$ cat config.mk
export PLATFORM = sky130hd
export DESIGN_NAME = lsu_top
export DESIGN_NICKNAME = d
export VERILOG_FILES = /design/src/logic/mem_pkg.sv /design/src/logic/axi_pkg.sv /design/src/logic/stage_if.sv /design/src/logic/load_align.sv /design/src/logic/mem_access.sv /design/src/logic/writeback_stage.sv /design/src/logic/lsu_top.sv
export VERILOG_INCLUDE_DIRS = /design/src /design/src/include
export SDC_FILE = /design/constraint.sdc
export NUM_CORES = 1
export LEC_CHECK = 0
export BUFFER_PORTS_ARGS = -buffer_cell sky130_fd_sc_hd__buf_2
export CAP_MARGIN = 20
export CORE_AREA = 2 2 145 147
export CTS_CLUSTER_SIZE = 14
export DETAILED_ROUTE_END_ITERATION = 7
export DIE_AREA = 0 0 147 149
export PLACE_DENSITY = 0.86
export SLEW_MARGIN = 25
export SYNTH_ARGS = -nofsm -noshare
export SYNTH_HDL_FRONTEND = slang
export SYNTH_SLANG_ARGS = --single-unit
$ cat constraint.sdc
create_clock -name clock -period 11.7 [get_ports clock]
set_clock_uncertainty 0.1 [all_clocks]
set_input_delay 1.17 -clock clock [delete_from_list [all_inputs] [get_ports clock]]
set_output_delay 1.17 -clock clock [all_outputs]
set_load 0.02 [all_outputs]
$ cat src/include/lsu_config.svh
// LSU configuration macros
`ifndef LSU_CONFIG_SVH
`define LSU_CONFIG_SVH

// bus and datapath widths
`define LSU_ADDR_W 32
`define LSU_DATA_W 32

// one strobe bit per data byte
`define LSU_STRB_W (`LSU_DATA_W / 8)

// AXI id width on all channels
`define LSU_ID_W 4

// slaves answer SLVERR from this address up
`define LSU_FAULT_BASE 32'h8000_0000

`endif

$ cat src/logic/mem_pkg.sv
// Memory operation types
`default_nettype none

package mem_pkg;

    typedef enum logic [3:0] {
        op_none = 4'd0,
        op_lb   = 4'd1,
        op_lh   = 4'd2,
        op_lw   = 4'd3,
        op_lbu  = 4'd4,
        op_lhu  = 4'd5,
        op_sb   = 4'd6,
        op_sh   = 4'd7,
        op_sw   = 4'd8
    } mem_op_t;

    typedef enum logic [1:0] {
        st_idle  = 2'd0,
        st_read  = 2'd1, // waiting on R after AR
        st_write = 2'd2  // waiting on B after AW and W
    } access_state_t;

    function automatic logic is_load(mem_op_t op);
        return op inside {op_lb, op_lh, op_lw, op_lbu, op_lhu};
    endfunction

    function automatic logic is_store(mem_op_t op);
        return op inside {op_sb, op_sh, op_sw};
    endfunction

endpackage

`default_nettype wire

$ cat src/logic/axi_pkg.sv
// AXI4 field encodings
`default_nettype none

package axi_pkg;

    typedef enum logic [2:0] {
        size_byte = 3'b000,
        size_half = 3'b001,
        size_word = 3'b010
    } axi_size_t;

    typedef enum logic [1:0] {
        burst_fixed = 2'b00,
        burst_incr  = 2'b01
    } axi_burst_t;

    typedef enum logic [1:0] {
        resp_okay   = 2'b00,
        resp_exokay = 2'b01,
        resp_slverr = 2'b10,
        resp_decerr = 2'b11
    } axi_resp_t;

endpackage

`default_nettype wire

$ cat src/logic/stage_if.sv
// Access to writeback link
`timescale 1ns/1ps
`default_nettype none

`include "lsu_config.svh"

interface stage_if
    import mem_pkg::*;
();

    logic                   valid; // single-cycle strobe without ready
    logic [`LSU_ADDR_W-1:0] pc;
    logic [4:0]             rd;
    logic                   reg_we;
    mem_op_t                op;
    logic [`LSU_DATA_W-1:0] result; // alu result or address
    logic [`LSU_DATA_W-1:0] rdata;  // raw bus word
    logic                   fault;

    modport source (
        output valid, pc, rd, reg_we, op, result, rdata, fault
    );

    modport sink (
        input valid, pc, rd, reg_we, op, result, rdata, fault
    );

endinterface

`default_nettype wire

$ cat src/logic/load_align.sv
// Load data alignment
`timescale 1ns/1ps
`default_nettype none

`include "lsu_config.svh"

module load_align
    import mem_pkg::*;
(
    input  mem_op_t                op,
    input  logic [1:0]             offset,
    input  logic [`LSU_DATA_W-1:0] rdata,
    output logic [`LSU_DATA_W-1:0] data
);

    logic [7:0]  lane_byte;
    logic [15:0] lane_half;

    assign lane_byte = rdata[{offset, 3'b000} +: 8];
    assign lane_half = rdata[{offset[1], 4'b0000} +: 16]; // offset bit 0 ignored

    always_comb begin
        case (op)
            op_lb: begin
                data = {{(`LSU_DATA_W-8){lane_byte[7]}}, lane_byte};
            end
            op_lbu: begin
                data = {{(`LSU_DATA_W-8){1'b0}}, lane_byte};
            end
            op_lh: begin
                data = {{(`LSU_DATA_W-16){lane_half[15]}}, lane_half};
            end
            op_lhu: begin
                data = {{(`LSU_DATA_W-16){1'b0}}, lane_half};
            end
            default: begin
                data = rdata; // whole word for lw
            end
        endcase
    end

endmodule

`default_nettype wire

$ cat src/logic/mem_access.sv
// Memory access stage
`timescale 1ns/1ps
`default_nettype none

`include "lsu_config.svh"

module mem_access
    import mem_pkg::*;
    import axi_pkg::*;
(
    input  logic                   clock,
    input  logic                   reset,
    input  logic                   ex_valid,
    input  mem_op_t                ex_op,
    input  logic [`LSU_ADDR_W-1:0] ex_pc,
    input  logic [4:0]             ex_rd,
    input  logic                   ex_reg_we,
    input  logic [`LSU_DATA_W-1:0] ex_result,
    input  logic [`LSU_DATA_W-1:0] ex_store_data,
    output logic                   ex_ready,
    output logic                   awvalid,
    input  logic                   awready,
    output logic [`LSU_ADDR_W-1:0] awaddr,
    output logic [`LSU_ID_W-1:0]   awid,
    output logic [7:0]             awlen,
    output axi_size_t              awsize,
    output axi_burst_t             awburst,
    output logic                   wvalid,
    input  logic                   wready,
    output logic [`LSU_DATA_W-1:0] wdata,
    output logic [`LSU_STRB_W-1:0] wstrb,
    output logic                   wlast,
    input  logic                   bvalid,
    output logic                   bready,
    input  logic [1:0]             bresp,
    input  logic [`LSU_ID_W-1:0]   bid,
    output logic                   arvalid,
    input  logic                   arready,
    output logic [`LSU_ADDR_W-1:0] araddr,
    output logic [`LSU_ID_W-1:0]   arid,
    output logic [7:0]             arlen,
    output axi_size_t              arsize,
    output axi_burst_t             arburst,
    input  logic                   rvalid,
    output logic                   rready,
    input  logic [`LSU_DATA_W-1:0] rdata,
    input  logic [1:0]             rresp,
    input  logic [`LSU_ID_W-1:0]   rid,
    input  logic                   rlast,
    stage_if.source                stage
);

    localparam logic [`LSU_ID_W-1:0] axi_id = 'h1;

    access_state_t          state;
    mem_op_t                op_q;
    logic [`LSU_ADDR_W-1:0] pc_q;
    logic [4:0]             rd_q;
    logic                   reg_we_q;
    logic [`LSU_DATA_W-1:0] result_q;
    logic [`LSU_DATA_W-1:0] store_q;
    logic [`LSU_DATA_W-1:0] rdata_q;
    logic                   fault_q;
    logic                   valid_q;
    logic                   accept;
    logic                   aw_hs;
    logic                   w_hs;
    logic                   b_hs;
    logic                   ar_hs;
    logic                   r_hs;
    logic [1:0]             offset;
    logic                   r_bad;
    logic                   b_bad;

    function automatic axi_size_t access_size(mem_op_t op);
        case (op)
            op_lb, op_lbu, op_sb: return size_byte;
            op_lh, op_lhu, op_sh: return size_half;
            default:              return size_word;
        endcase
    endfunction

    assign ex_ready = (state == st_idle);
    assign accept   = ex_valid & ex_ready;
    assign aw_hs    = awvalid & awready;
    assign w_hs     = wvalid & wready;
    assign b_hs     = bvalid & bready;
    assign ar_hs    = arvalid & arready;
    assign r_hs     = rvalid & rready;
    assign offset   = result_q[1:0];

    // single beat, so anything but our id with rlast is bad
    assign r_bad = (axi_resp_t'(rresp) != resp_okay) || (rid != axi_id) || !rlast;
    assign b_bad = (axi_resp_t'(bresp) != resp_okay) || (bid != axi_id);

    always_ff @(posedge clock or posedge reset) begin
        if (reset) begin
            state <= st_idle;
        end else begin
            case (state)
                st_idle: begin
                    if (accept && is_load(ex_op))
                        state <= st_read;
                    else if (accept && is_store(ex_op))
                        state <= st_write;
                end
                st_read:  if (r_hs) state <= st_idle;
                st_write: if (b_hs) state <= st_idle;
                default:  state <= st_idle;
            endcase
        end
    end

    always_ff @(posedge clock) begin
        if (accept) begin
            op_q     <= ex_op;
            pc_q     <= ex_pc;
            rd_q     <= ex_rd;
            reg_we_q <= ex_reg_we;
            result_q <= ex_result;
            store_q  <= ex_store_data;
        end
    end

    // each valid/ready drops on its own handshake
    always_ff @(posedge clock or posedge reset) begin
        if (reset) begin
            awvalid <= 1'b0;
            wvalid  <= 1'b0;
            bready  <= 1'b0;
            arvalid <= 1'b0;
            rready  <= 1'b0;
        end else if (accept && is_store(ex_op)) begin
            awvalid <= 1'b1;
            wvalid  <= 1'b1;
            bready  <= 1'b1;
        end else if (accept && is_load(ex_op)) begin
            arvalid <= 1'b1;
            rready  <= 1'b1;
        end else begin
            if (aw_hs) awvalid <= 1'b0;
            if (w_hs)  wvalid  <= 1'b0;
            if (b_hs)  bready  <= 1'b0;
            if (ar_hs) arvalid <= 1'b0;
            if (r_hs)  rready  <= 1'b0;
        end
    end

    always_ff @(posedge clock or posedge reset) begin
        if (reset) begin
            valid_q <= 1'b0;
            fault_q <= 1'b0;
        end else begin
            valid_q <= (accept && !is_load(ex_op) && !is_store(ex_op)) ||
                       (state == st_read && r_hs) ||
                       (state == st_write && b_hs);
            if (accept)
                fault_q <= 1'b0;
            else if (r_hs)
                fault_q <= r_bad;
            else if (b_hs)
                fault_q <= b_bad;
        end
    end

    always_ff @(posedge clock) begin
        if (r_hs)
            rdata_q <= rdata;
    end

    // place store bytes on their lanes
    always_comb begin
        case (op_q)
            op_sb: begin
                wdata = store_q << {offset, 3'b000};
                wstrb = 4'b0001 << offset;
            end
            op_sh: begin
                wdata = store_q << {offset[1], 4'b0000};
                wstrb = 4'b0011 << {offset[1], 1'b0};
            end
            op_sw: begin
                wdata = store_q;
                wstrb = 4'b1111;
            end
            default: begin
                wdata = store_q;
                wstrb = 4'b0000;
            end
        endcase
    end

    assign awaddr  = result_q[`LSU_ADDR_W-1:0];
    assign awid    = axi_id;
    assign awlen   = 8'd0; // single beat
    assign awsize  = access_size(op_q);
    assign awburst = burst_incr;
    assign wlast   = wvalid;
    assign araddr  = result_q[`LSU_ADDR_W-1:0];
    assign arid    = axi_id;
    assign arlen   = 8'd0;
    assign arsize  = access_size(op_q);
    assign arburst = burst_incr;

    assign stage.valid  = valid_q;
    assign stage.pc     = pc_q;
    assign stage.rd     = rd_q;
    assign stage.reg_we = reg_we_q;
    assign stage.op     = op_q;
    assign stage.result = result_q;
    assign stage.rdata  = rdata_q;
    assign stage.fault  = fault_q;

endmodule

`default_nettype wire

$ cat src/logic/writeback_stage.sv
// Writeback stage
`timescale 1ns/1ps
`default_nettype none

`include "lsu_config.svh"

module writeback_stage
    import mem_pkg::*;
(
    input  logic                   clock,
    input  logic                   reset,
    stage_if.sink                  stage,
    output logic                   wb_valid,
    output logic [`LSU_ADDR_W-1:0] wb_pc,
    output logic [4:0]             wb_rd,
    output logic                   wb_we,
    output logic [`LSU_DATA_W-1:0] wb_data,
    output logic                   wb_fault
);

    logic [`LSU_DATA_W-1:0] load_data;

    load_align u_load_align (
        .op     (stage.op),
        .offset (stage.result[1:0]),
        .rdata  (stage.rdata),
        .data   (load_data)
    );

    always_ff @(posedge clock or posedge reset) begin
        if (reset) begin
            wb_valid <= 1'b0;
        end else begin
            wb_valid <= stage.valid; // always accepted downstream
        end
    end

    always_ff @(posedge clock) begin
        if (stage.valid) begin
            wb_pc    <= stage.pc;
            wb_rd    <= stage.rd;
            wb_we    <= stage.reg_we & ~stage.fault; // no write on bus error
            wb_fault <= stage.fault;
            wb_data  <= is_load(stage.op) ? load_data : stage.result;
        end
    end

endmodule

`default_nettype wire

$ cat src/logic/lsu_top.sv
// Load store unit top
`timescale 1ns/1ps
`default_nettype none

`include "lsu_config.svh"

module lsu_top
    import mem_pkg::*;
    import axi_pkg::*;
(
    input  logic                   clock,
    input  logic                   reset,
    input  logic                   ex_valid,
    input  mem_op_t                ex_op,
    input  logic [`LSU_ADDR_W-1:0] ex_pc,
    input  logic [4:0]             ex_rd,
    input  logic                   ex_reg_we,
    input  logic [`LSU_DATA_W-1:0] ex_result,
    input  logic [`LSU_DATA_W-1:0] ex_store_data,
    output logic                   ex_ready,
    output logic                   awvalid,
    input  logic                   awready,
    output logic [`LSU_ADDR_W-1:0] awaddr,
    output logic [`LSU_ID_W-1:0]   awid,
    output logic [7:0]             awlen,
    output axi_size_t              awsize,
    output axi_burst_t             awburst,
    output logic                   wvalid,
    input  logic                   wready,
    output logic [`LSU_DATA_W-1:0] wdata,
    output logic [`LSU_STRB_W-1:0] wstrb,
    output logic                   wlast,
    input  logic                   bvalid,
    output logic                   bready,
    input  logic [1:0]             bresp,
    input  logic [`LSU_ID_W-1:0]   bid,
    output logic                   arvalid,
    input  logic                   arready,
    output logic [`LSU_ADDR_W-1:0] araddr,
    output logic [`LSU_ID_W-1:0]   arid,
    output logic [7:0]             arlen,
    output axi_size_t              arsize,
    output axi_burst_t             arburst,
    input  logic                   rvalid,
    output logic                   rready,
    input  logic [`LSU_DATA_W-1:0] rdata,
    input  logic [1:0]             rresp,
    input  logic [`LSU_ID_W-1:0]   rid,
    input  logic                   rlast,
    output logic                   wb_valid,
    output logic [`LSU_ADDR_W-1:0] wb_pc,
    output logic [4:0]             wb_rd,
    output logic                   wb_we,
    output logic [`LSU_DATA_W-1:0] wb_data,
    output logic                   wb_fault
);

    stage_if u_stage_if ();

    // execute and AXI ports match by name
    mem_access u_mem_access (
        .stage (u_stage_if.source),
        .*
    );

    writeback_stage u_writeback_stage (
        .clock    (clock),
        .reset    (reset),
        .stage    (u_stage_if.sink),
        .wb_valid (wb_valid),
        .wb_pc    (wb_pc),
        .wb_rd    (wb_rd),
        .wb_we    (wb_we),
        .wb_data  (wb_data),
        .wb_fault (wb_fault)
    );

endmodule

`default_nettype wire

**Word-level counts from Yosys, hierarchy flattened**

Index checks and enable logic that the tools add are counted.

- Flip-flop bits (word level): 219
- Input port bits: 159
- Logic and storage cells: 120
- Output and inout bits: 213

- Bitwise operators: 9
- Equality and inequality tests: 24
- Mux-type cells: 26
- Reductions and logical operators: 34
- Shifts and indexed selects: 6

Operator list:

| operator | number |
|---|---|
| 32-bit case mux with 4 select lines | 1 |
| 32-bit case mux with 2 select lines | 1 |
| 32-bit by 5-bit << shifter with 32-bit output | 2 |
| 4-bit by 3-bit == test with 1-bit output, second input constant | 8 |
| 32-bit two-way mux | 1 |
| 32-bit by 6-bit indexed part select with 16-bit output | 1 |
| 32-bit by 6-bit indexed part select with 8-bit output | 1 |
| 4-bit by 2-bit == test with 1-bit output, second input constant | 4 |
| 1-bit two-way mux | 16 |
| 2-bit nonzero test | 7 |
| 4-bit case mux with 3 select lines | 1 |
| 2-bit AND reduction | 5 |
| 5-bit nonzero test | 2 |
| 4-bit by 1-bit == test with 1-bit output, second input constant | 2 |
| 4-bit == test, second input constant | 2 |
| 2-bit two-way mux | 4 |
| 4-bit by 1-bit inequality test with 1-bit output, second input constant | 2 |
| 1-bit AND | 7 |
| 1-bit logical AND | 6 |
| 2-bit case mux with 3 select lines | 1 |
| 3-bit nonzero test | 2 |
| 3-bit OR reduction | 2 |
| 1-bit logical OR | 5 |
| 2-bit by 1-bit inequality test with 1-bit output, second input constant | 2 |
| 11 further kinds | 14 |

**Logic depth before layout (Yosys ltp)**

- Depth after elaboration: 7
- Gate-level depth with buffers: 7
- Depth with buffers taken out: 5

**Hierarchy**

Synthesis repeated with hierarchy kept, for this count alone.

- Cell total of the unflattened synthesis: 761
- Area total of the unflattened synthesis: 10,351.2 um^2

Modules (own cells, without submodules):

| module | area an instance (um^2) | seq. area each (um^2) | times used | cells each |
|---|---|---|---|---|
| mem_access | 6,162.2 | 4,369.2 | 1 | 406 |
| writeback_stage | 3,489.6 | 2,157.1 | 1 | 265 |
| load_align | 699.4 | 0.0 | 1 | 90 |

**Worst setup path before layout**

No wires, ideal clock.

- Path type: input to register
- From: input ex_valid
- To: register u_mem_access.arvalid
- Path buffers: 0
- Arrival time: 4.768 ns
- Setup time: 0.065 ns
- Data required time: 11.535 ns
- Cell stages on the path: 5
- Slack: 6.767 ns
- Cells stage by stage: or3b_1 -> inv_1 -> o21ai_0 -> nand2_1 -> a21o_1

- Cells in the longest elaborated chain, start to end: 4
- Elaborated cells between the ends (all ways): 7
- Classes of those cells: 1 x mux; 2 x bitwise; 4 x reduce/logical

Ends and longest elaborated chain:

| element | line | RTL |
|---|---|---|
| from (decl) | lsu_top.sv:13 | `input logic ex_valid,` |
| 1-bit AND (*) | mem_access.sv:84 | `assign accept = ex_valid & ex_ready;` |
| named net u_mem_access.accept | mem_access.sv:65 | `logic accept;` |
| 1-bit logical AND, on equally long branches | mem_access.sv:137, mem_access.sv:133 |  |
| 2-bit nonzero test (no source line) or 1-bit inverter (tied branches) | - |  |
| 2-bit AND reduction (no source line) | - |  |
| to (signal assigned) | mem_access.sv:131 | `arvalid <= 1'b0;` |
| to (signal assigned) | mem_access.sv:138 | `arvalid <= 1'b1;` |
| to (signal assigned) | mem_access.sv:144 | `if (ar_hs) arvalid <= 1'b0;` |
| to (decl) | mem_access.sv:37 | `output logic arvalid,` |

The timed path passes the listed nets; every way through them passes the cells marked *.
A chain may end at the register's enable or synchronous reset.

**Worst setup path in the final report**

- From: register u_mem_access.op_q[1], in the netlist u_mem_access.stage.op[1]
- To: output wdata[26]

- Cells in the longest elaborated chain, start to end: 2
- Elaborated cells between the ends (all ways): 3
- Classes of those cells: 2 x eq/ne; 1 x mux

Ends and longest elaborated chain:

| element | line | RTL |
|---|---|---|
| from (decl) | mem_access.sv:56 | `mem_op_t op_q;` |
| from (signal assigned) | mem_access.sv:116 | `op_q <= ex_op;` |
| 4-bit by 3-bit == test with 1-bit output | mem_access.sv:173 | `case (op_q)` |
| 32-bit case mux with 2 select lines (*) | mem_access.sv:173 |  |
| to (decl) | lsu_top.sv:30 | `` output logic [`LSU_DATA_W-1:0] wdata, `` |

Mark *: on every way between the ends. The rest lies on a longest branch, timed or not.

==> reports/metrics.yaml <==
yosys_warnings: 0
cts.reportedPaths.clkPinSlew_ns: 0.06
antenna_left: 0
post-dp-hpwl_mm: 18.0
grt_max_degree: 73
dieArea_um2: 21900
p_per_area_nw_per_um2: 212
drc: 0
grt_pass1_wl_mm: 36.4
period_share_pct: 39.1
critPathCaptureType: "output pin"
coreArea_um2: 20600
drt-pass1-iter-count: 5
maxCapViolations: 0
wirelength_mm: 25.4
routabilityCongestion: 0.839
leakagePower_nw: 4.71
intPower_w: 0.00167
vias: 6552
ys_top_cells_by_area: "edfxtp_1, buf_4, dfrtp_1, a21oi_1, a22oi_1"
max_freq_mhz: 218
clkPwrFrac_pct: 29.6
clk_latency_ns: 0.51
setup_violations: 0
clock-root-buffer: "clkbuf_16"
start_util_pct: 45.1
grt_usage_pct: 21.9
synth_edf_count: 209
async_flop_share_pct: 4.57
cts_buffers: 24
slew_viol_final: 0
ctsHoldBuffers: 0
drive_gt1_share_pct: 43.4
met2_usage_pct: 39.0
cts_resized: 0
cts_tree: "done"
vias_per_cell: 5.31
period_needed_ns: 4.58
nNetsFinal: 1100
startpoint_type: "flop"
ff_latch_area_um2: 6530
antenna_found_initial: 5
finalSetupTns_ns: 0
yosysTopAreaCellShare_pct: 67.7
synth_top_area_cell: "edfxtp_1"
synth-seq-cells: 219
critPathKind: "reg2out"
cts.sinks: 219
io_buffers: 341
arrival_ns: 3.31
power_frac_seq_pct: 46.7
crit_required_ns: 10.43
tightest_slew_ns: 0.999
rsz0062_at_grt: "false"
final_common_cell: "buf_2"
final_core_util_pct: 56.5
relSlewSlack_pct: 33.4
switching_share_pct: 32.4
fillCellCount: 1677
clock_path_buffers: 3
postCtsSetupBuffers: 0
gr-max-usage-layer: "met2"
grt_pass1_vias: 6271
hp-class: "reg2reg"
grt_overflow: 0
yosysSeqAreaShare_pct: 70.4
h-tree-depth: 1
boundaryPins: 372
avgSynthCellArea_um2: 14.6
rows: 53
multi_input_area_um2: 2140
cp_max_fo: 24
grtUsageMet1_pct: 26.6
p_sw_w: 0.000800
syn-instance-count: 635
syn_to_final_growth_pct: 25.1
fp.dieW_um: 147
status: "finished, final reports clean"
synth_top_flop_cell: "edfxtp_1"
drtIter0Drc: 395
synth_cell_types: 61
netlist_area_um2: 9280
layout_common_cells: "buf_2, edfxtp_1, a21oi_1, nor2_1, nand2_1"
grtUsageMet3_pct: 5.54
wire_per_inst_um: 20.5
hold_violations: 0
die_h_um: 149
ir_drop_v: 0.000121
combinationalPowerShare_pct: 23.8
power groups by stage:
stage	registers, W	logic [W]	clock network (W)
after floorplan	0.00122	0.000343	0
after global placement	0.00116	0.000573	0
after detailed placement	0.00117	0.000587	0
after CTS	0.00115	0.000588	0.000744
after global routing	0.00117	0.000626	0.000777
final	0.00115	0.000586	0.000729
path summary, 6_finish.rpt:
| path | startpoint | end | slack (ns) | cells after the start |
|---|---|---|---|---|
| worst max-delay path | u_mem_access.stage.op[1] | wdata[26] | 7.12 | 5 |
| worst max register to register | u_mem_access.state[0] | u_mem_access.rready | 8.63 | 6 |
| worst min-delay path | u_mem_access.stage.pc[1] | u_writeback_stage.wb_pc[1] | 0.31 | 0 |
| max in group asynchronous | reset | u_mem_access.stage.valid | 10.65 | 2 |
| worst min register to register | u_mem_access.stage.pc[1] | u_writeback_stage.wb_pc[1] | 0.31 | 0 |
| min in group asynchronous | reset | u_mem_access.arvalid | 0.54 | 2 |
synth_stat cells, drive strengths merged (2+ instances only):
cell type	number
nor3	4
nor2	39
a2bb2oi	8
a21o	2
a32oi	2
edfxtp	209
nor4b	4
nor3b	2
a22oi	24
mux2i	5
o211ai	2
clkbuf	8
nand3	2
mux4	3
a221oi	13
a21oi	50
o2bb2ai	13
and2	8
buf	86
mux2	6
o31ai	6
dfrtp	10
conb	2
or3b	2
a211oi	8
nand3b	3
nand2b	3
inv	18
nor2b	5
o21ai	36
nand2	32
xnor2	2
stage by stage:
step                      hold slack [ns]  power, W  std cells  setup WS, ns  instance area, um^2
after CTS                           0.318   0.00248       1234          7.17                11600
after global routing                0.322   0.00257       1235          6.93                11600
after detailed placement            0.305   0.00175       1190          7.73                10800
final                               0.315   0.00247       1235          7.12                11600
after global placement              0.300   0.00173       1190          7.84                10800
after floorplan                     0.300   0.00156        663          6.77                 9380
registers in the layout, indices dropped and copies added, names as in the netlist, 4 cells and up:
signal	flops
u_mem_access.stage.pc	32
u_mem_access.stage.op	4
u_writeback_stage.wb_pc	32
u_mem_access.stage.rd	5
u_writeback_stage.wb_data	32
u_mem_access.store_q	32
u_writeback_stage.wb_rd	5
u_mem_access.stage.rdata	32
u_mem_access.araddr	32
metal layers:
layer / part of all wire, % / vias to the layer above
met3: 10 / 56
met2: 51 / 414
met1: 36 / 3125
met5: 0.16 / -
li1: - / 2951
met4: 2.6 / 6
worst max-delay path, cell delays in order, from the launching register on:
cell and delay (ns):
edfxtp_1 0.67, and4b_1 0.55, nand2b_1 0.80, nand2_1 0.12, a221oi_1 0.41, buf_2 0.25
final cells by class:
class,instances,area share (%)
Sequential cell,219,56.3
Multi-Input combinational cell,331,18.4
Timing Repair Buffer,346,15.0
Clock buffer,29,5.52
Tap cell,275,2.96
Clock inverter,15,1.11
Inverter,19,0.636
Antenna cell,1,0.0216
kinds of logic after synthesis:
kind of cell	after synthesis	share of synthesized area, %
DFF	219	70.4
AOI/OAI and AO/OA	175	13.3
buffers and inverters	113	7.89
and+or+nand+nor	110	6.23
muxes	14	2.00
xor gates and xnor gates	2	0.189
other	2	0.0810
(Power assumes the default switching activity.)
